### config.mk
export PLATFORM = sky130hd
export DESIGN_NAME = conv_top
export DESIGN_NICKNAME = d
export VERILOG_FILES = /design/src/source/conv_calc_pkg.sv /design/src/source/conv_mem_pkg.sv /design/src/source/conv_top.sv /design/src/source/row_assembler.sv /design/src/source/mismatch_tree.sv /design/src/source/conv_window.sv /design/src/source/conv_ctrl.sv
export SDC_FILE = /design/constraint.sdc
export NUM_CORES = 1
export LEC_CHECK = 0
export BUFFER_PORTS_ARGS = -buffer_cell sky130_fd_sc_hd__buf_2
export CAP_MARGIN = 20
export CORE_MARGIN = 1.5
export CORE_UTILIZATION = 50
export CTS_CLUSTER_DIAMETER = 30
export DETAILED_ROUTE_END_ITERATION = 8
export PLACE_DENSITY_LB_ADDON = 0.1
export RECOVER_POWER = 25
export SLEW_MARGIN = 0
export SYNTH_ARGS = -nofsm -noshare
export SYNTH_HDL_FRONTEND = slang
export SYNTH_SLANG_ARGS = --single-unit
### constraint.sdc
create_clock -name clk -period 3 [get_ports clk]
set_input_delay 0.15 -clock clk [delete_from_list [all_inputs] [get_ports clk]]
set_output_delay 0.15 -clock clk [all_outputs]
set_load 0.02 [all_outputs]
### src/source/conv_calc_pkg.sv
// kernel geometry, column index type, mismatch threshold and controller states for the engine
package conv_calc_pkg;

	// fixed kernel edge, 3x3 window
	localparam int kernel_dim = 3;

	// one bit per kernel cell, bit i*3+k is row i column k
	typedef logic [kernel_dim*kernel_dim-1:0] kernel_bits_t;

	// column or output bit index inside a 16-bit row
	typedef logic [3:0] col_idx_t;

	// highest mismatch count that still gives a 1
	localparam int unsigned mismatch_limit = 4;

	// controller states
	typedef enum logic [3:0] {
		st_idle,
		// row count word on read data
		st_hdr_rows,
		// column count on read data, kernel loaded
		st_hdr_cols,
		// first three rows into the buffer
		st_load0,
		st_load1,
		st_load2,
		// one column per cycle into the window
		st_sweep,
		// roll the buffer or move to next header
		st_row_shift,
		// wait for rows still in the pipeline
		st_drain
	} ctrl_state_t;

endpackage

### src/source/conv_mem_pkg.sv
// memory-side widths, word types and fixed addresses, imported by every block that touches the memories
package conv_mem_pkg;

	// data word of all three memories
	// rows, counts, kernel and output rows all fit one word
	typedef logic [15:0] mem_word_t;

	// word address, shared by input, weight and output memories
	typedef logic [11:0] mem_addr_t;

	// kernel word in weight memory
	// word 0 would hold kernel dims, unused with the fixed 3x3 kernel
	localparam mem_addr_t weight_addr = 12'd1;

	// row count that closes a run
	localparam mem_word_t end_marker = 16'h00FF;

endpackage
### src/source/conv_top.sv
// top level of the binary 3x3 convolution engine, wires the blocks to the memory ports
module conv_top
	import conv_mem_pkg::*;
	import conv_calc_pkg::*;
#(
	parameter int addr_width = 12
) (
	input  logic      clk,
	input  logic      reset_b,
	input  logic      dut_run,
	output logic      dut_busy,
	output mem_addr_t dut_sram_read_address,
	input  mem_word_t sram_dut_read_data,
	output mem_addr_t dut_wmem_read_address,
	input  mem_word_t wmem_dut_read_data,
	output mem_addr_t dut_sram_write_address,
	output mem_word_t dut_sram_write_data,
	output logic      dut_sram_write_enable
);

	// controller to window
	logic load_kernel;
	kernel_bits_t kernel;
	logic shift;
	logic [kernel_dim-1:0] col_bits;
	col_idx_t col_idx;
	logic col_valid;
	logic row_end;
	mem_addr_t out_addr;

	// window to adder tree
	logic [kernel_dim*kernel_dim-1:0] mismatch;
	logic tag_valid;
	col_idx_t tag_idx;
	logic tag_row_end;
	mem_addr_t tag_addr;

	// adder tree to row assembler
	logic res_bit;
	logic res_valid;
	col_idx_t res_idx;
	logic res_row_end;
	mem_addr_t res_addr;

	logic row_done;

	conv_ctrl #(
		.addr_width (addr_width)
	) u_ctrl (
		.clk         (clk),
		.reset_b     (reset_b),
		.run         (dut_run),
		.busy        (dut_busy),
		.rd_addr     (dut_sram_read_address),
		.rd_data     (sram_dut_read_data),
		.w_addr      (dut_wmem_read_address),
		.w_data      (wmem_dut_read_data),
		.row_done    (row_done),
		.load_kernel (load_kernel),
		.kernel      (kernel),
		.shift       (shift),
		.col_bits    (col_bits),
		.col_idx     (col_idx),
		.col_valid   (col_valid),
		.row_end     (row_end),
		.out_addr    (out_addr)
	);

	conv_window u_window (
		.clk         (clk),
		.reset_b     (reset_b),
		.load_kernel (load_kernel),
		.kernel      (kernel),
		.shift       (shift),
		.col_bits    (col_bits),
		.col_idx     (col_idx),
		.col_valid   (col_valid),
		.row_end     (row_end),
		.out_addr    (out_addr),
		.mismatch    (mismatch),
		.tag_valid   (tag_valid),
		.tag_idx     (tag_idx),
		.tag_row_end (tag_row_end),
		.tag_addr    (tag_addr)
	);

	mismatch_tree u_tree (
		.clk         (clk),
		.reset_b     (reset_b),
		.mismatch    (mismatch),
		.tag_valid   (tag_valid),
		.tag_idx     (tag_idx),
		.tag_row_end (tag_row_end),
		.tag_addr    (tag_addr),
		.res_bit     (res_bit),
		.res_valid   (res_valid),
		.res_idx     (res_idx),
		.res_row_end (res_row_end),
		.res_addr    (res_addr)
	);

	row_assembler #(
		.addr_width (addr_width)
	) u_assembler (
		.clk         (clk),
		.reset_b     (reset_b),
		.res_bit     (res_bit),
		.res_valid   (res_valid),
		.res_idx     (res_idx),
		.res_row_end (res_row_end),
		.res_addr    (res_addr),
		.wr_addr     (dut_sram_write_address),
		.wr_data     (dut_sram_write_data),
		.wr_en       (dut_sram_write_enable),
		.row_done    (row_done)
	);

	// controller drains the pipeline before dropping busy
	a_write_while_busy: assert property (@(posedge clk) disable iff (!reset_b)
		dut_sram_write_enable |-> dut_busy);

endmodule

### src/source/row_assembler.sv
// builds one output word from result bits and writes it to output memory at row end
module row_assembler
	import conv_mem_pkg::*;
	import conv_calc_pkg::*;
#(
	parameter int addr_width = 12
) (
	input  logic      clk,
	input  logic      reset_b,
	input  logic      res_bit,
	input  logic      res_valid,
	input  col_idx_t  res_idx,
	input  logic      res_row_end,
	input  mem_addr_t res_addr,
	output mem_addr_t wr_addr,
	output mem_word_t wr_data,
	output logic      wr_en,
	output logic      row_done
);

	// row under construction, unused high bits stay 0
	mem_word_t word;
	// address of the row being written
	logic [addr_width-1:0] addr_q;

	always_ff @(posedge clk or negedge reset_b) begin
		if (!reset_b) begin
			word <= '0;
			wr_en <= 1'b0;
		end else begin
			// write goes out the cycle after the last bit
			wr_en <= res_row_end;
			if (wr_en) begin
				// next row bits arrive no sooner than three cycles later
				word <= '0;
			end else if (res_valid) begin
				word[res_idx] <= res_bit;
			end
		end
	end

	always_ff @(posedge clk) begin
		if (res_row_end) begin
			addr_q <= addr_width'(res_addr);
		end
	end

	assign wr_addr = mem_addr_t'(addr_q);
	assign wr_data = word;
	// controller counts finished rows with this
	assign row_done = wr_en;

	a_single_write: assert property (@(posedge clk) disable iff (!reset_b)
		wr_en |=> !wr_en);

endmodule

### src/source/mismatch_tree.sv
// two registered full-adder stages deciding per column whether mismatches stay within the limit
module mismatch_tree
	import conv_mem_pkg::*;
	import conv_calc_pkg::*;
(
	input  logic                             clk,
	input  logic                             reset_b,
	input  logic [kernel_dim*kernel_dim-1:0] mismatch,
	input  logic                             tag_valid,
	input  col_idx_t                         tag_idx,
	input  logic                             tag_row_end,
	input  mem_addr_t                        tag_addr,
	output logic                             res_bit,
	output logic                             res_valid,
	output col_idx_t                         res_idx,
	output logic                             res_row_end,
	output mem_addr_t                        res_addr
);

	// {carry, sum}
	function automatic logic [1:0] full_add(input logic a, input logic b, input logic c);
		return {(a & b) | (a & c) | (b & c), a ^ b ^ c};
	endfunction

	logic [1:0] s1_fa [kernel_dim];
	logic [kernel_dim-1:0] s1_ones;
	logic [kernel_dim-1:0] s1_twos;
	logic s1_valid;
	logic s1_row_end;
	col_idx_t s1_idx;
	mem_addr_t s1_addr;

	logic [1:0] s2_lo;
	logic [1:0] s2_hi;
	// weights 1, 2, 2, 4
	logic ones;
	logic twos_a;
	logic twos_b;
	logic fours;
	logic s2_valid;
	logic s2_row_end;
	col_idx_t s2_idx;
	mem_addr_t s2_addr;

	logic [3:0] count;

	// stage 1, one adder per kernel row
	always_comb begin
		for (int i = 0; i < kernel_dim; i++) begin
			s1_fa[i] = full_add(mismatch[i*kernel_dim], mismatch[i*kernel_dim+1],
				mismatch[i*kernel_dim+2]);
		end
	end

	// stage 2, ones column and twos column
	assign s2_lo = full_add(s1_ones[0], s1_ones[1], s1_ones[2]);
	assign s2_hi = full_add(s1_twos[0], s1_twos[1], s1_twos[2]);

	always_ff @(posedge clk) begin
		for (int i = 0; i < kernel_dim; i++) begin
			s1_ones[i] <= s1_fa[i][0];
			s1_twos[i] <= s1_fa[i][1];
		end
		s1_idx <= tag_idx;
		s1_addr <= tag_addr;
		ones <= s2_lo[0];
		twos_a <= s2_lo[1];
		twos_b <= s2_hi[0];
		fours <= s2_hi[1];
		s2_idx <= s1_idx;
		s2_addr <= s1_addr;
	end

	always_ff @(posedge clk or negedge reset_b) begin
		if (!reset_b) begin
			s1_valid <= 1'b0;
			s1_row_end <= 1'b0;
			s2_valid <= 1'b0;
			s2_row_end <= 1'b0;
		end else begin
			s1_valid <= tag_valid;
			s1_row_end <= tag_row_end;
			s2_valid <= s1_valid;
			s2_row_end <= s1_row_end;
		end
	end

	// total mismatches, 0 to 9
	assign count = {3'b000, ones} + {2'b00, twos_a, 1'b0} + {2'b00, twos_b, 1'b0} +
		{1'b0, fours, 2'b00};
	assign res_bit = (count <= mismatch_limit);
	assign res_valid = s2_valid;
	assign res_idx = s2_idx;
	assign res_row_end = s2_row_end;
	assign res_addr = s2_addr;

	// output index stays within a word minus the window overhang
	a_idx_in_word: assert property (@(posedge clk) disable iff (!reset_b)
		res_valid |-> (res_idx <= col_idx_t'($bits(mem_word_t) - kernel_dim)));

endmodule

### src/source/conv_window.sv
// 3x3 cell array: kernel bits against shifting input columns, gives nine mismatch bits plus tags
module conv_window
	import conv_mem_pkg::*;
	import conv_calc_pkg::*;
(
	input  logic                             clk,
	input  logic                             reset_b,
	input  logic                             load_kernel,
	input  kernel_bits_t                     kernel,
	input  logic                             shift,
	input  logic [kernel_dim-1:0]            col_bits,
	input  col_idx_t                         col_idx,
	input  logic                             col_valid,
	input  logic                             row_end,
	input  mem_addr_t                        out_addr,
	output logic [kernel_dim*kernel_dim-1:0] mismatch,
	output logic                             tag_valid,
	output col_idx_t                         tag_idx,
	output logic                             tag_row_end,
	output mem_addr_t                        tag_addr
);

	kernel_bits_t kernel_q;

	// per kernel row, bit 0 newest column
	logic [kernel_dim-1:0] chain [kernel_dim];

	always_ff @(posedge clk) begin
		if (load_kernel) begin
			kernel_q <= kernel;
		end
		if (shift) begin
			for (int i = 0; i < kernel_dim; i++) begin
				chain[i] <= {chain[i][kernel_dim-2:0], col_bits[i]};
			end
			// output column is the oldest column in the window
			tag_idx <= col_idx - col_idx_t'(kernel_dim - 1);
			tag_addr <= out_addr;
		end
	end

	// cell (i,k) sees column j+k, which sits kernel_dim-1-k deep
	always_comb begin
		for (int i = 0; i < kernel_dim; i++) begin
			for (int k = 0; k < kernel_dim; k++) begin
				mismatch[i*kernel_dim+k] = chain[i][kernel_dim-1-k] ^ kernel_q[i*kernel_dim+k];
			end
		end
	end

	// tags line up with the chains one cycle after shift
	always_ff @(posedge clk or negedge reset_b) begin
		if (!reset_b) begin
			tag_valid <= 1'b0;
			tag_row_end <= 1'b0;
		end else begin
			tag_valid <= shift && col_valid;
			tag_row_end <= shift && row_end;
		end
	end

	// last column always has a full window, counts start at 3
	a_row_end_valid: assert property (@(posedge clk) disable iff (!reset_b)
		tag_row_end |-> tag_valid);

endmodule

### src/source/conv_ctrl.sv
// sequencing FSM: reads headers, kernel and rows, keeps the row buffer and sweeps columns
module conv_ctrl
	import conv_mem_pkg::*;
	import conv_calc_pkg::*;
#(
	parameter int addr_width = 12
) (
	input  logic                  clk,
	input  logic                  reset_b,
	input  logic                  run,
	output logic                  busy,
	output mem_addr_t             rd_addr,
	input  mem_word_t             rd_data,
	output mem_addr_t             w_addr,
	input  mem_word_t             w_data,
	input  logic                  row_done,
	output logic                  load_kernel,
	output kernel_bits_t          kernel,
	output logic                  shift,
	output logic [kernel_dim-1:0] col_bits,
	output col_idx_t              col_idx,
	output logic                  col_valid,
	output logic                  row_end,
	output mem_addr_t             out_addr
);

	ctrl_state_t state;
	ctrl_state_t state_next;

	// next input word to read, next output row to write
	logic [addr_width-1:0] in_ptr;
	logic [addr_width-1:0] out_ptr;

	col_idx_t col_cnt;
	col_idx_t col_last;
	// bottom row of the window
	logic [3:0] row_cnt;
	logic [3:0] row_last;

	// rows swept but not yet written
	logic [1:0] pending;

	// three-row rolling buffer, [0] is the top row
	mem_word_t row_buf [kernel_dim];

	logic last_col;
	logic last_row;
	logic fetch;

	assign last_col = (col_cnt == col_last);
	assign last_row = (row_cnt == row_last);

	// every cycle that consumes the word at in_ptr
	// next row is fetched on the last column so it lands in row shift
	// after the last row the next header is fetched from row shift instead
	assign fetch = (state == st_idle && run) || (state == st_hdr_rows) ||
		(state == st_hdr_cols) || (state == st_load0) || (state == st_load1) ||
		(state == st_sweep && last_col && !last_row) ||
		(state == st_row_shift && last_row);

	always_comb begin
		state_next = state;
		case (state)
			st_idle: begin
				if (run) begin
					state_next = st_hdr_rows;
				end
			end
			st_hdr_rows: begin
				// end marker in place of a row count
				if (rd_data == end_marker) begin
					state_next = st_drain;
				end else begin
					state_next = st_hdr_cols;
				end
			end
			st_hdr_cols: state_next = st_load0;
			st_load0: state_next = st_load1;
			st_load1: state_next = st_load2;
			st_load2: state_next = st_sweep;
			st_sweep: begin
				if (last_col) begin
					state_next = st_row_shift;
				end
			end
			st_row_shift: begin
				// next image header follows with no gap
				if (last_row) begin
					state_next = st_hdr_rows;
				end else begin
					state_next = st_sweep;
				end
			end
			st_drain: begin
				if (pending == '0) begin
					state_next = st_idle;
				end
			end
			default: state_next = st_idle;
		endcase
	end

	always_ff @(posedge clk or negedge reset_b) begin
		if (!reset_b) begin
			state <= st_idle;
			in_ptr <= '0;
			out_ptr <= '0;
			col_cnt <= '0;
			col_last <= '0;
			row_cnt <= '0;
			row_last <= '0;
			pending <= '0;
		end else begin
			state <= state_next;
			if (fetch) begin
				in_ptr <= in_ptr + 1'b1;
			end
			case (state)
				// counts kept as last index
				st_hdr_rows: row_last <= rd_data[3:0] - 4'd1;
				st_hdr_cols: col_last <= col_idx_t'(rd_data[3:0] - 4'd1);
				st_load2: begin
					col_cnt <= '0;
					row_cnt <= 4'(kernel_dim - 1);
				end
				st_sweep: begin
					if (!last_col) begin
						col_cnt <= col_cnt + 1'b1;
					end
				end
				st_row_shift: begin
					col_cnt <= '0;
					row_cnt <= row_cnt + 1'b1;
					// output rows run on across images
					out_ptr <= out_ptr + 1'b1;
				end
				st_drain: begin
					// next run restarts both memories at 0
					if (pending == '0) begin
						in_ptr <= '0;
						out_ptr <= '0;
					end
				end
				default: ;
			endcase
			case ({shift && row_end, row_done})
				2'b10: pending <= pending + 1'b1;
				2'b01: pending <= pending - 1'b1;
				default: ;
			endcase
		end
	end

	always_ff @(posedge clk) begin
		case (state)
			st_load0: row_buf[0] <= rd_data;
			st_load1: row_buf[1] <= rd_data;
			st_load2: row_buf[2] <= rd_data;
			st_row_shift: begin
				// read data is the next header on the last row
				if (!last_row) begin
					row_buf[0] <= row_buf[1];
					row_buf[1] <= row_buf[2];
					row_buf[2] <= rd_data;
				end
			end
			default: ;
		endcase
	end

	assign busy = (state != st_idle);
	assign rd_addr = mem_addr_t'(in_ptr);
	// kernel address never changes
	assign w_addr = weight_addr;
	assign load_kernel = (state == st_hdr_cols);
	assign kernel = kernel_bits_t'(w_data);

	assign shift = (state == st_sweep);
	assign col_bits = {row_buf[2][col_cnt], row_buf[1][col_cnt], row_buf[0][col_cnt]};
	assign col_idx = col_cnt;
	// window is full from the third column on
	assign col_valid = (col_cnt >= col_idx_t'(kernel_dim - 1));
	assign row_end = shift && last_col;
	assign out_addr = mem_addr_t'(out_ptr);

	a_col_in_range: assert property (@(posedge clk) disable iff (!reset_b)
		(state == st_sweep) |-> (col_cnt <= col_last));

endmodule

==> out/metrics.csv, run 1 <==
stage;metric;value;unit
outcome;status;finished with violations;
outcome;failing checks;capacitance limit, slew limit;
synthesis;Post-synth ARST share;33.7;%
finish;ratio of cells with drive above 1 in the final layout;22.0;%
timing;fin crit period;2370;ps
place;Detail Placement HPWL;10000;um
synthesis;Ys Warns;0;
pwr;Static Leakage;4.42;nW
cts;clk sinks;205;
global_route;largest net degree at the start of global routing;48;
worst_setup_path;CP bufs+invs;0;
timing;post-route setup TNS;0;ps
timing;worst setup margin;634;ps
pwr;switching share of power;32.4;%
routing;1st-iter DRT viols;252;
cts;CTS max path bufs;3;
timing;Final Cycle Share;78.9;%
pwr;sequential power share;39.5;%
worst_setup_path;path length in cells of the critical path;5;
floorplanning;IO Count;89;
cts;clock slew at reported path FFs;50;ps
worst_setup_path;Worst Reg-to-Reg Cells;5;
finish;# diodes;0;
floorplanning;cell row count;46;
floorplanning;die width;132;um
routing;drt pass-1 iters;4;
cts;clk_lat worst skew;510;ps
worst_setup_path;critical path arrival;2790;ps
synthesis;ranking of synthesized cells by area;edfxtp_1 (34%), dfrtp_1 (21%), dfxtp_1 (10%);
pwr;Power Total;12.5;mW
pwr;Max IR drop VDD;0.610;mV
global_route;initial antenna violation count;1;
pwr;Logic pwr share;24.6;%
worst_setup_path;R2R setup slack;630;ps
place;IO buf count;69;
worst_hold_path;worst hold path type;in2async;
job;Max Cap Viol;1;
timing;Max-slew headroom;-22.0;%
worst_setup_path;crit start category;register;
routing;met1 WL;6870;um
worst_setup_path;Critical Path Sink Type;register;
timing;Fin Hold WS;74.8;ps
floorplanning;initial core utilization;51.7;%
synthesis;cell with the most instances after synthesis;nand2_1;
global_route;total grt overflow;0;
worst_setup_path;Req. time, crit path;3420;ps
routing;mean number of vias per cell;5.16;
floorplanning;core area;16000;um2
finish;NumNets Final;825;
global_route;vias in the first global route;5274;
synthesis;sequential area share after synthesis;65.2;%
synthesis;Post-Syn Instances;647;
worst_setup_path;Crit-path slowest cell;or3_1;
pwr;Clock Power Share;35.9;%
routing;detailed-route via count;5262;
worst_setup_path;critical path capture point;u_ctrl.rd_addr[11];
worst_setup_path;reg2reg start;u_ctrl.state[3];
timing;final hold violation count;0;
global_route;global-route wire length before repair;26000;um
timing;Finish-stage setup viols;0;
routing;metal2 WL;7610;um
timing;Setup Skew;24.7;ps
routing;metal3 WL;853;um
cts;TritonCTS clock tree;built;
worst_setup_path;max incr delay on CP;570;ps
worst_setup_path;CP Max Fanout;12;
synthesis;number of synthesized flops with an enable pin;94;
timing;Slew @ Worst Pin;1830;ps
synthesis;cell taking the most area after synthesis;edfxtp_1;
pwr;Power Density;1190;nW/um2
floorplanning;Die H;132;um
worst_setup_path;delay-heaviest family, CP;simple AND/OR/NAND/NOR gates;
place;worst slack, placed;658;ps
pwr;Pint;8.46;mW
routing;Top Metal Used;met4;
worst_setup_path;Worst setup startpoint;u_ctrl.state[3];
timing;RSZ-0062 raised after global routing;false;
cts;Root Buffer;clkbuf_16;
worst_setup_path;CP Cell Sequence;nand2b_1 -> or3_1 -> o31ai_2 -> o211a_1 -> mux2i_1;
routing;wire per inst;15.3;um
finish;Final Util;65.7;%
synthesis;most used flip-flop cell after synthesis;edfxtp_1;
cts;TritonCTS buffer count;40;
synthesis;synthesized area;8270;um2
routing;drt drc;0;
routing;Routed Antenna Nets;0;
finish;P&R area growth vs syn;27.0;%
cts;# H-tree levels;2;
worst_setup_path;r2r endpoint;u_ctrl.rd_addr[11];
synthesis;Post-synth top cells;nand2_1 (107), edfxtp_1 (94), dfrtp_1 (69);
pwr;Switching Power;4.05;mW
timing;Final Max Tran Viols;42;
synthesis;synthesized flop and latch total;205;
timing;Max Clock Freq;423;MHz
routing;Post-Route WL;15600;um
synthesis;synthesized area per cell;12.8;um2
floorplanning;die area;17300;um2
worst_setup_path;WS Path Type;reg2reg;
synthesis;count of cell types in the netlist;54;
synthesis;top-area cell type share of the netlist area;34.1;%
place;GP Congestion;0.826;
cts;cells resized by post-CTS repair;0;
global_route;aggregate global-route resource usage;18.7;%
## cell usage in the layout, fill, tap and decap left out, types with 6 or more instances in the layout
cell	instances
mux4_2	15
o21ai_0	9
nand2_1	107
clkinv_2	7
mux2i_1	15
inv_1	7
nand3_1	15
and3_1	6
a21oi_1	15
nand2b_1	9
nor3_1	31
buf_2	60
xnor2_1	17
dfxtp_1	42
o2111ai_1	7
nor2_1	55
buf_4	18
dlygate4sd3_1	26
dfrtp_1	69
edfxtp_1	94
clkbuf_16	40
xor2_1	17
ha_1	12
conb_1	12
nand4_1	6
clkbuf_1	11
## final cells by class
class | instances | area [um2]
multi-input combinational | 403 | 2680
fill | 1221 | 5490
sequential | 205 | 5390
clock inverter | 30 | 374
clock buffer | 43 | 1020
inverter | 9 | 33.8
tap | 216 | 270
timing repair buffer | 114 | 742
## repair_timing
action	CTS	global route
hold endpoints to repair	95	0
setup buffers	0	0
hold buffers	26	0
## stage by stage
step / std cells / cell area [um2]
after global routing: 1020 / 10500
after CTS: 1019 / 10500
after detailed placement: 920 / 8850
after global placement: 920 / 8850
final: 1020 / 10500
after floorplan: 657 / 8310
## flip-flops by register name (all words and copies together) (netlist names), 9 cells and up
signal	cells
u_window.kernel_q	9
u_window.tag_addr	12
u_window.chain	9
u_tree.s1_addr	12
u_ctrl.out_addr	12
u_ctrl.row_buf	48
u_assembler.wr_addr	12
u_tree.res_addr	12
u_ctrl.rd_addr	12
u_assembler.wr_data	16
## power by group through the flow
| stage | combinational [mW] | sequential (mW) | clock (mW) |
|---|---|---|---|
| 5_1_grt | 3.44 | 5.08 | 4.72 |
| 2_1_floorplan | 2.07 | 4.98 | 0 |
| 3_5_place_dp | 3.07 | 4.99 | 0 |
| 4_1_cts | 3.11 | 4.95 | 4.56 |
| 6_report | 3.08 | 4.95 | 4.49 |
| 3_3_place_gp | 2.96 | 4.92 | 0 |
## logic make-up (layout without fill, tap and decap cells)
| kind of cell | after synthesis | in the layout | synth area share [%] |
|---|---|---|---|
| buf+inv | 49 | 196 | 2.99 |
| xor+xnor | 34 | 34 | 3.60 |
| fa+ha+maj | 17 | 17 | 3.02 |
| simple gates | 257 | 257 | 14.3 |
| other cells | 2 | 12 | 0.0908 |
| compound gates | 52 | 52 | 4.78 |
| flops | 205 | 205 | 65.2 |
| mux | 31 | 31 | 6.03 |
## worst min path at each step
stage	from	slack, ps	cells after the start	to
floorplan	reset_b	-150	0	u_assembler.row_done
global placement	u_tree.s1_idx[3]	310	0	u_tree.res_idx[3]
detailed placement	u_tree.s1_addr[0]	310	0	u_tree.res_addr[0]
CTS	dut_run	110	3	u_ctrl.state[1]
global route	reset_b	100	2	u_assembler.wr_data[14]
finish	reset_b	70	2	u_assembler.wr_data[11]
## worst register-to-register path: stages (launching register included)
cell and delay [ps]:
dfrtp_1 490, nand2b_1 260, or3_1 570, o31ai_2 540
o211a_1 250, mux2i_1 180
## routing by layer
| layer | up-vias | global-route usage [%] |
|---|---|---|
| met4 | 0 | 6.60 |
| met1 | 2550 | 24.1 |
| met5 | - | 0 |
| met3 | 21 | 5.05 |
| met2 | 155 | 30.6 |
| li1 | 2536 | - |
Power figures use the tool's default switching activity.
==> run 2, diff against run 1 <==
==> constraint.sdc (replaced) <==
create_clock -name clk -period 2.25 [get_ports clk]
set_input_delay 0.1125 -clock clk [delete_from_list [all_inputs] [get_ports clk]]
set_output_delay 0.1125 -clock clk [all_outputs]
set_load 0.02 [all_outputs]
==> run 2 against run 1 <==
Compared with the run above: the run now ends clean; first-iteration DRC count up 6.7%; flip-flop and latch count stayed put; largest power group unchanged; clock skew shrank 11 ps; via count decreased by 0.23%; fmax rose by 11%; critical endpoint is now u_ctrl.pending[1]; largest cell class unchanged.
==> out/metrics.csv, run 2 (synthesis gave the netlist of run 1 again) <==
stage;metric;value;unit;change
global_route;largest net degree at the start of global routing;33;;was 48
timing;Final Cycle Share;95.0;%;was 78.9%
routing;Post-Route WL;15600;um;about the same
floorplanning;die width;132;um;unchanged
global_route;initial antenna violation count;0;;was 1
worst_setup_path;CP Cell Sequence;nand2b_1 -> or2_2 -> or2_2 -> ha_1 -> nor2_1 -> xor2_1;;was nand2b_1 -> or3_1 -> o31ai_2 -> o211a_1 -> mux2i_1
floorplanning;initial core utilization;51.7;%;unchanged
pwr;Power Total;16.2;mW;was 12.5 mW
global_route;global-route wire length before repair;25900;um;was 26,000 um
pwr;Power Density;1550;nW/um2;was 1190 nW/um2
cts;Root Buffer;clkbuf_16;;unchanged
cts;clk_lat worst skew;500;ps;was 510 ps
pwr;Clock Power Share;33.3;%;was 35.9%
timing;post-route setup TNS;0;ps;unchanged
global_route;vias in the first global route;5356;;was 5,274
finish;NumNets Final;831;;was 825
timing;worst setup margin;113;ps;was 634 ps
routing;detailed-route via count;5250;;was 5,262
pwr;Static Leakage;4.38;nW;was 4.42 nW
pwr;sequential power share;40.6;%;was 39.5%
floorplanning;IO Count;89;;unchanged
timing;RSZ-0062 raised after global routing;false;;unchanged
timing;Setup Skew;14.2;ps;was 24.7 ps
timing;Finish-stage setup viols;0;;unchanged
routing;drt drc;0;;unchanged
place;Detail Placement HPWL;10200;um;was 10,000 um
timing;fin crit period;2140;ps;was 2370 ps
cts;clk sinks;205;;unchanged
routing;drt pass-1 iters;4;;unchanged
finish;most common cell after layout, fill and taps aside;nand2_1;;unchanged
finish;most frequent cells in the layout;nand2_1 (107), edfxtp_1 (94), dfrtp_1 (69), nor2_1 (55), buf_2 (51);;was nand2_1 (107), edfxtp_1 (94), dfrtp_1 (69), buf_2 (60), nor2_1 (55)
cts;CTS max path bufs;3;;unchanged
worst_setup_path;delay-heaviest family, CP;simple AND/OR/NAND/NOR gates;;unchanged
timing;Max-slew headroom;24.8;%;was -22.0%
worst_setup_path;Req. time, crit path;2670;ps;was 3420 ps
job;Max Cap Viol;0;;was 1
finish;P&R area growth vs syn;26.1;%;was 27.0%
routing;mean number of vias per cell;5.13;;was 5.16
finish;max reg flops;48;;unchanged
place;worst slack, placed;122;ps;was 658 ps
global_route;aggregate global-route resource usage;18.6;%;was 18.7%
pwr;switching share of power;31.8;%;was 32.4%
routing;Routed Antenna Nets;0;;unchanged
timing;Max Clock Freq;468;MHz;was 423 MHz
global_route;total grt overflow;0;;unchanged
place;IO buf count;69;;unchanged
timing;Final Max Tran Viols;0;;was 42
worst_setup_path;CP bufs+invs;0;;unchanged
cts;TritonCTS clock tree;built;;unchanged
finish;Final Util;65.2;%;was 65.7%
place;GP Congestion;0.820;;was 0.826
worst_hold_path;worst hold path type;in2reg;;was in2async
worst_setup_path;CP most frequent cell;or2_2;;
cts;clock slew at reported path FFs;50;ps;about the same
finish;# diodes;0;;unchanged
finish;largest reg by FF count;u_ctrl.row_buf;;unchanged
timing;Slew @ Worst Pin;1130;ps;was 1830 ps
cts;TritonCTS buffer count;38;;was 40
worst_setup_path;max incr delay on CP;460;ps;was 570 ps
worst_setup_path;crit start category;register;;unchanged
floorplanning;core area;16000;um2;unchanged
routing;wire per inst;15.2;um;was 15.3 um
worst_setup_path;Crit-path slowest cell;dfrtp_1;;was or3_1
floorplanning;cell row count;46;;unchanged
floorplanning;die area;17300;um2;unchanged
pwr;Logic pwr share;26.0;%;was 24.6%
worst_setup_path;critical path arrival;2560;ps;was 2790 ps
worst_setup_path;WS Path Type;reg2reg;;unchanged
finish;ratio of cells with drive above 1 in the final layout;20.2;%;was 22.0%
routing;1st-iter DRT viols;269;;was 252
worst_setup_path;Critical Path Sink Type;register;;unchanged
outcome;status;complete, no violations;;was finished with violations
pwr;Switching Power;5.15;mW;was 4.05 mW
cts;# H-tree levels;2;;unchanged
timing;final hold violation count;0;;unchanged
pwr;Pint;11.1;mW;was 8.46 mW
worst_setup_path;CP Max Fanout;9;;was 12
floorplanning;Die H;132;um;unchanged
timing;Fin Hold WS;163;ps;was 74.8 ps
pwr;Max IR drop VDD;0.854;mV;was 0.610 mV
## run 2: cell type report
class	instances	area, um2
fill	1230	5570
tap	216	270
multi-input combinational	403	2680
timing repair buffer	122	823
clock buffer	50	1050
sequential	205	5390
inverter	9	33.8
clock inverter	18	191
## run 2: path summary, 6_finish.rpt
path,slack (ps),depth (start not counted),endpoint,from
max,110,6,u_ctrl.pending[1],u_ctrl.state[0]
max in group asynchronous,1000,3,u_ctrl.out_addr[0],reset_b
min in group asynchronous,360,2,u_assembler.row_done,reset_b
min,160,4,u_ctrl.state[0],dut_run
min reg2reg,320,0,u_tree.res_addr[9],u_tree.s1_addr[9]
max reg2reg,110,6,u_ctrl.pending[1],u_ctrl.state[0]
## run 2: power by group through the flow
stage	Combinational [mW]	Sequential (mW)	Clock, mW
global route	4.73	6.77	5.70
floorplan	2.77	6.63	0
finish	4.22	6.59	5.41
global placement	4.06	6.56	0
detailed placement	4.20	6.65	0
CTS	4.26	6.59	5.52
## run 2: worst register-to-register path, stage by stage (launching register included)
cell,delay (ps)
dfrtp_1,460
nand2b_1,230
or2_2,410
or2_2,340
ha_1,310
nor2_1,150
xor2_1,160
## run 2: metrics by stage
stage               std cells  area (um2)
finish                   1023       10400
global route             1023       10400
CTS                      1023       10500
detailed placement        929        8960
global placement          929        8960
floorplan                 657        8310
## run 2: layer usage
metal | global-route usage [%] | up-vias | routed length [um]
met5 | 0 | - | 0
met4 | 9.20 | 0 | 379
met3 | 4.36 | 35 | 822
met2 | 29.5 | 166 | 7350
met1 | 24.2 | 2495 | 7020
li1 | - | 2554 | -
## run 2: timing repair
item / 4_1_cts / 5_1_grt
resized for setup: 0 / 0
hold buffers: 26 / 0
hold endpoints to repair: 100 / 0
buffers inserted: 0 / 0
==> run 3, diff against run 2 <==
--- a/config.mk
+++ b/config.mk
@@ -7,8 +7,10 @@
 export LEC_CHECK = 0
 export BUFFER_PORTS_ARGS = -buffer_cell sky130_fd_sc_hd__buf_2
 export CAP_MARGIN = 20
+export CELL_PAD_IN_SITES_DETAIL_PLACEMENT = 0
+export CELL_PAD_IN_SITES_GLOBAL_PLACEMENT = 1
 export CORE_MARGIN = 1.5
-export CORE_UTILIZATION = 50
+export CORE_UTILIZATION = 48
 export CTS_CLUSTER_DIAMETER = 30
 export DETAILED_ROUTE_END_ITERATION = 8
 export PLACE_DENSITY_LB_ADDON = 0.1
==> run 3 against run 2 <==
Compared with the run above: worst setup slack gained 80 ps; count of clock-buffer cells in the layout grew 2; global-route usage shrank 0.70 points; flip-flop and latch count is the same; design area grew 0.28%; die area grew 4.1%; highest routed layer unchanged.
==> out/metrics.csv, run 3 (synthesis gave the netlist of run 1 again) <==
stage;metric;value;unit;change
worst_setup_path;critical path arrival;2470;ps;was 2560 ps
global_route;aggregate global-route resource usage;17.9;%;was 18.6%
cts;# H-tree levels;2;;unchanged
routing;Post-Route WL;15300;um;was 15,600 um
place;GP Congestion;0.764;;was 0.820
cts;clk_lat worst skew;500;ps;about the same
finish;# diodes;0;;unchanged
routing;mean number of vias per cell;5.06;;was 5.13
global_route;global-route wire length before repair;25500;um;was 25,900 um
place;Detail Placement HPWL;10100;um;was 10,200 um
timing;Setup Skew;18.0;ps;was 14.2 ps
pwr;Power Density;1550;nW/um2;about the same
place;IO buf count;69;;unchanged
worst_hold_path;Hold Path Sink;u_ctrl.state[0];;unchanged
finish;most frequent cells in the layout;nand2_1 (107), edfxtp_1 (94), dfrtp_1 (69), nor2_1 (55), buf_2 (52);;was nand2_1 (107), edfxtp_1 (94), dfrtp_1 (69), nor2_1 (55), buf_2 (51)
worst_setup_path;r2r endpoint;u_ctrl.pending[1];;unchanged
finish;NumNets Final;834;;was 831
timing;Final Cycle Share;91.4;%;was 95.0%
cts;clk sinks;205;;unchanged
worst_hold_path;Hold Path Stages;4;;unchanged
cts;number of post-CTS setup repair buffers;0;;unchanged
worst_setup_path;CP Max Fanout;9;;unchanged
global_route;initial antenna violation count;0;;unchanged
worst_hold_path;worst hold path type;in2reg;;unchanged
worst_setup_path;Req. time, crit path;2670;ps;about the same
finish;P&R area growth vs syn;26.5;%;was 26.1%
place;Post-DP Area;8960;um2;unchanged
floorplanning;IO Count;89;;unchanged
timing;Max Clock Freq;486;MHz;was 468 MHz
global_route;vias in the first global route;5160;;was 5,356
routing;drt drc;0;;unchanged
cts;TritonCTS buffer count;40;;was 38
routing;Routed Antenna Nets;0;;unchanged
global_route;total grt overflow;0;;unchanged
routing;drt pass-1 iters;4;;unchanged
finish;post-route cell area;10500;um2;was 10,400 um2
worst_setup_path;crit start category;register;;unchanged
pwr;Max IR drop VDD;0.723;mV;was 0.854 mV
routing;1st-iter DRT viols;211;;was 269
worst_setup_path;Critical Path Sink Type;register;;unchanged
cts;TritonCTS clock tree;built;;unchanged
timing;Slew @ Worst Pin;1200;ps;was 1130 ps
timing;RSZ-0062 raised after global routing;false;;unchanged
global_route;GRT met1 Usage;24.4;%;was 24.2%
timing;fin crit period;2060;ps;was 2140 ps
floorplanning;Die H;134;um;was 132 um
finish;largest reg by FF count;u_ctrl.row_buf;;unchanged
global_route;GRT busiest layer;met2;;unchanged
floorplanning;initial core utilization;49.5;%;was 51.7%
finish;max reg flops;48;;unchanged
cts;CTS max path bufs;3;;unchanged
global_route;largest net degree at the start of global routing;33;;unchanged
timing;Finish-stage setup viols;0;;unchanged
job;Max Cap Viol;0;;unchanged
floorplanning;die area;18000;um2;was 17,300 um2
finish;most common cell after layout, fill and taps aside;nand2_1;;unchanged
timing;Max-slew headroom;19.9;%;was 24.8%
timing;Final Max Tran Viols;0;;unchanged
floorplanning;cell row count;47;;was 46
worst_setup_path;Worst Reg-to-Reg Cells;6;;unchanged
cts;Root Buffer;clkbuf_16;;unchanged
outcome;status;complete, no violations;;unchanged
pwr;Static Leakage;4.38;nW;about the same
timing;Fin Hold WS;158;ps;was 163 ps
timing;final hold violation count;0;;unchanged
worst_setup_path;WS Path Type;reg2reg;;unchanged
global_route;met2 usage;28.3;%;was 29.5%
routing;wire per inst;14.9;um;was 15.2 um
routing;detailed-route via count;5202;;was 5,250
cts;clock slew at reported path FFs;50;ps;about the same
global_route;GR met3 Demand/Resource;3.67;%;was 4.36%
worst_hold_path;min-delay src;dut_run;;unchanged
finish;ratio of cells with drive above 1 in the final layout;20.3;%;was 20.2%
worst_setup_path;R2R setup slack;190;ps;was 110 ps
worst_setup_path;reg2reg start;u_ctrl.state[2];;was u_ctrl.state[0]
floorplanning;core area;16700;um2;was 16,000 um2
floorplanning;die width;134;um;was 132 um
-- run 3: area by class of cell --
type                       count  area [um2]
multi-input combinational    403        2690
clock inverter                17         181
timing repair buffer         123         820
inverter                       9        33.8
fill                        1321        6240
sequential                   205        5390
clock buffer                  52        1080
tap                          220         275
-- run 3: power breakdown --
group / total, mW / switching (mW) / leakage [nW] / internal (mW)
sequential: 6.55 / 0.781 / 2.11 / 5.77
clock: 5.45 / 1.76 / 0.608 / 3.69
combinational: 4.23 / 2.56 / 1.67 / 1.67
-- run 3: repair_timing --
item	in CTS	in global routing
resized for setup	0	1
setup endpoints to repair	0	1
hold buffers	26	0
endpoints found under the hold margin	73	0
-- run 3: per-layer routing --
layer,wire length (um),vias to the layer above
met5,0,-
met4,389,0
met3,674,31
met2,7130,134
met1,7150,2487
li1,-,2550
-- run 3: worst max-delay path by stage --
stage | from | endpoint | slack, ps | depth (start not counted)
CTS | u_ctrl.state[2] | u_ctrl.rd_addr[11] | 170 | 5
finish | u_ctrl.state[2] | u_ctrl.pending[1] | 190 | 6
detailed placement | u_ctrl.state[2] | u_ctrl.rd_addr[11] | 180 | 5
global placement | u_ctrl.state[2] | u_ctrl.pending[1] | 240 | 6
floorplan | u_ctrl.state[1] | u_ctrl.row_buf[0][32] | -180 | 7
global route | u_ctrl.state[2] | u_ctrl.rd_addr[11] | 40 | 5
-- run 3: per-stage QoR --
stage               total power [mW]  worst slack, ps  utilization [%]  cells  TNS, ps
finish                          16.2              193             62.7   1029        0
global route                    17.2             45.0             62.7   1029        0
CTS                             16.4              168             62.7   1029        0
detailed placement              10.8              183             53.6    934        0
global placement                10.7              236             53.6    934        0
floorplan                       9.40             -177                -    657    -5660
-- run 3: worst max-delay path: stages, from the launching register on --
cell and delay (ps):
dfrtp_1 480, nand2b_1 170, or2_2 410, or2_2 340, ha_1 310, nor2_1 140
xor2_1 150
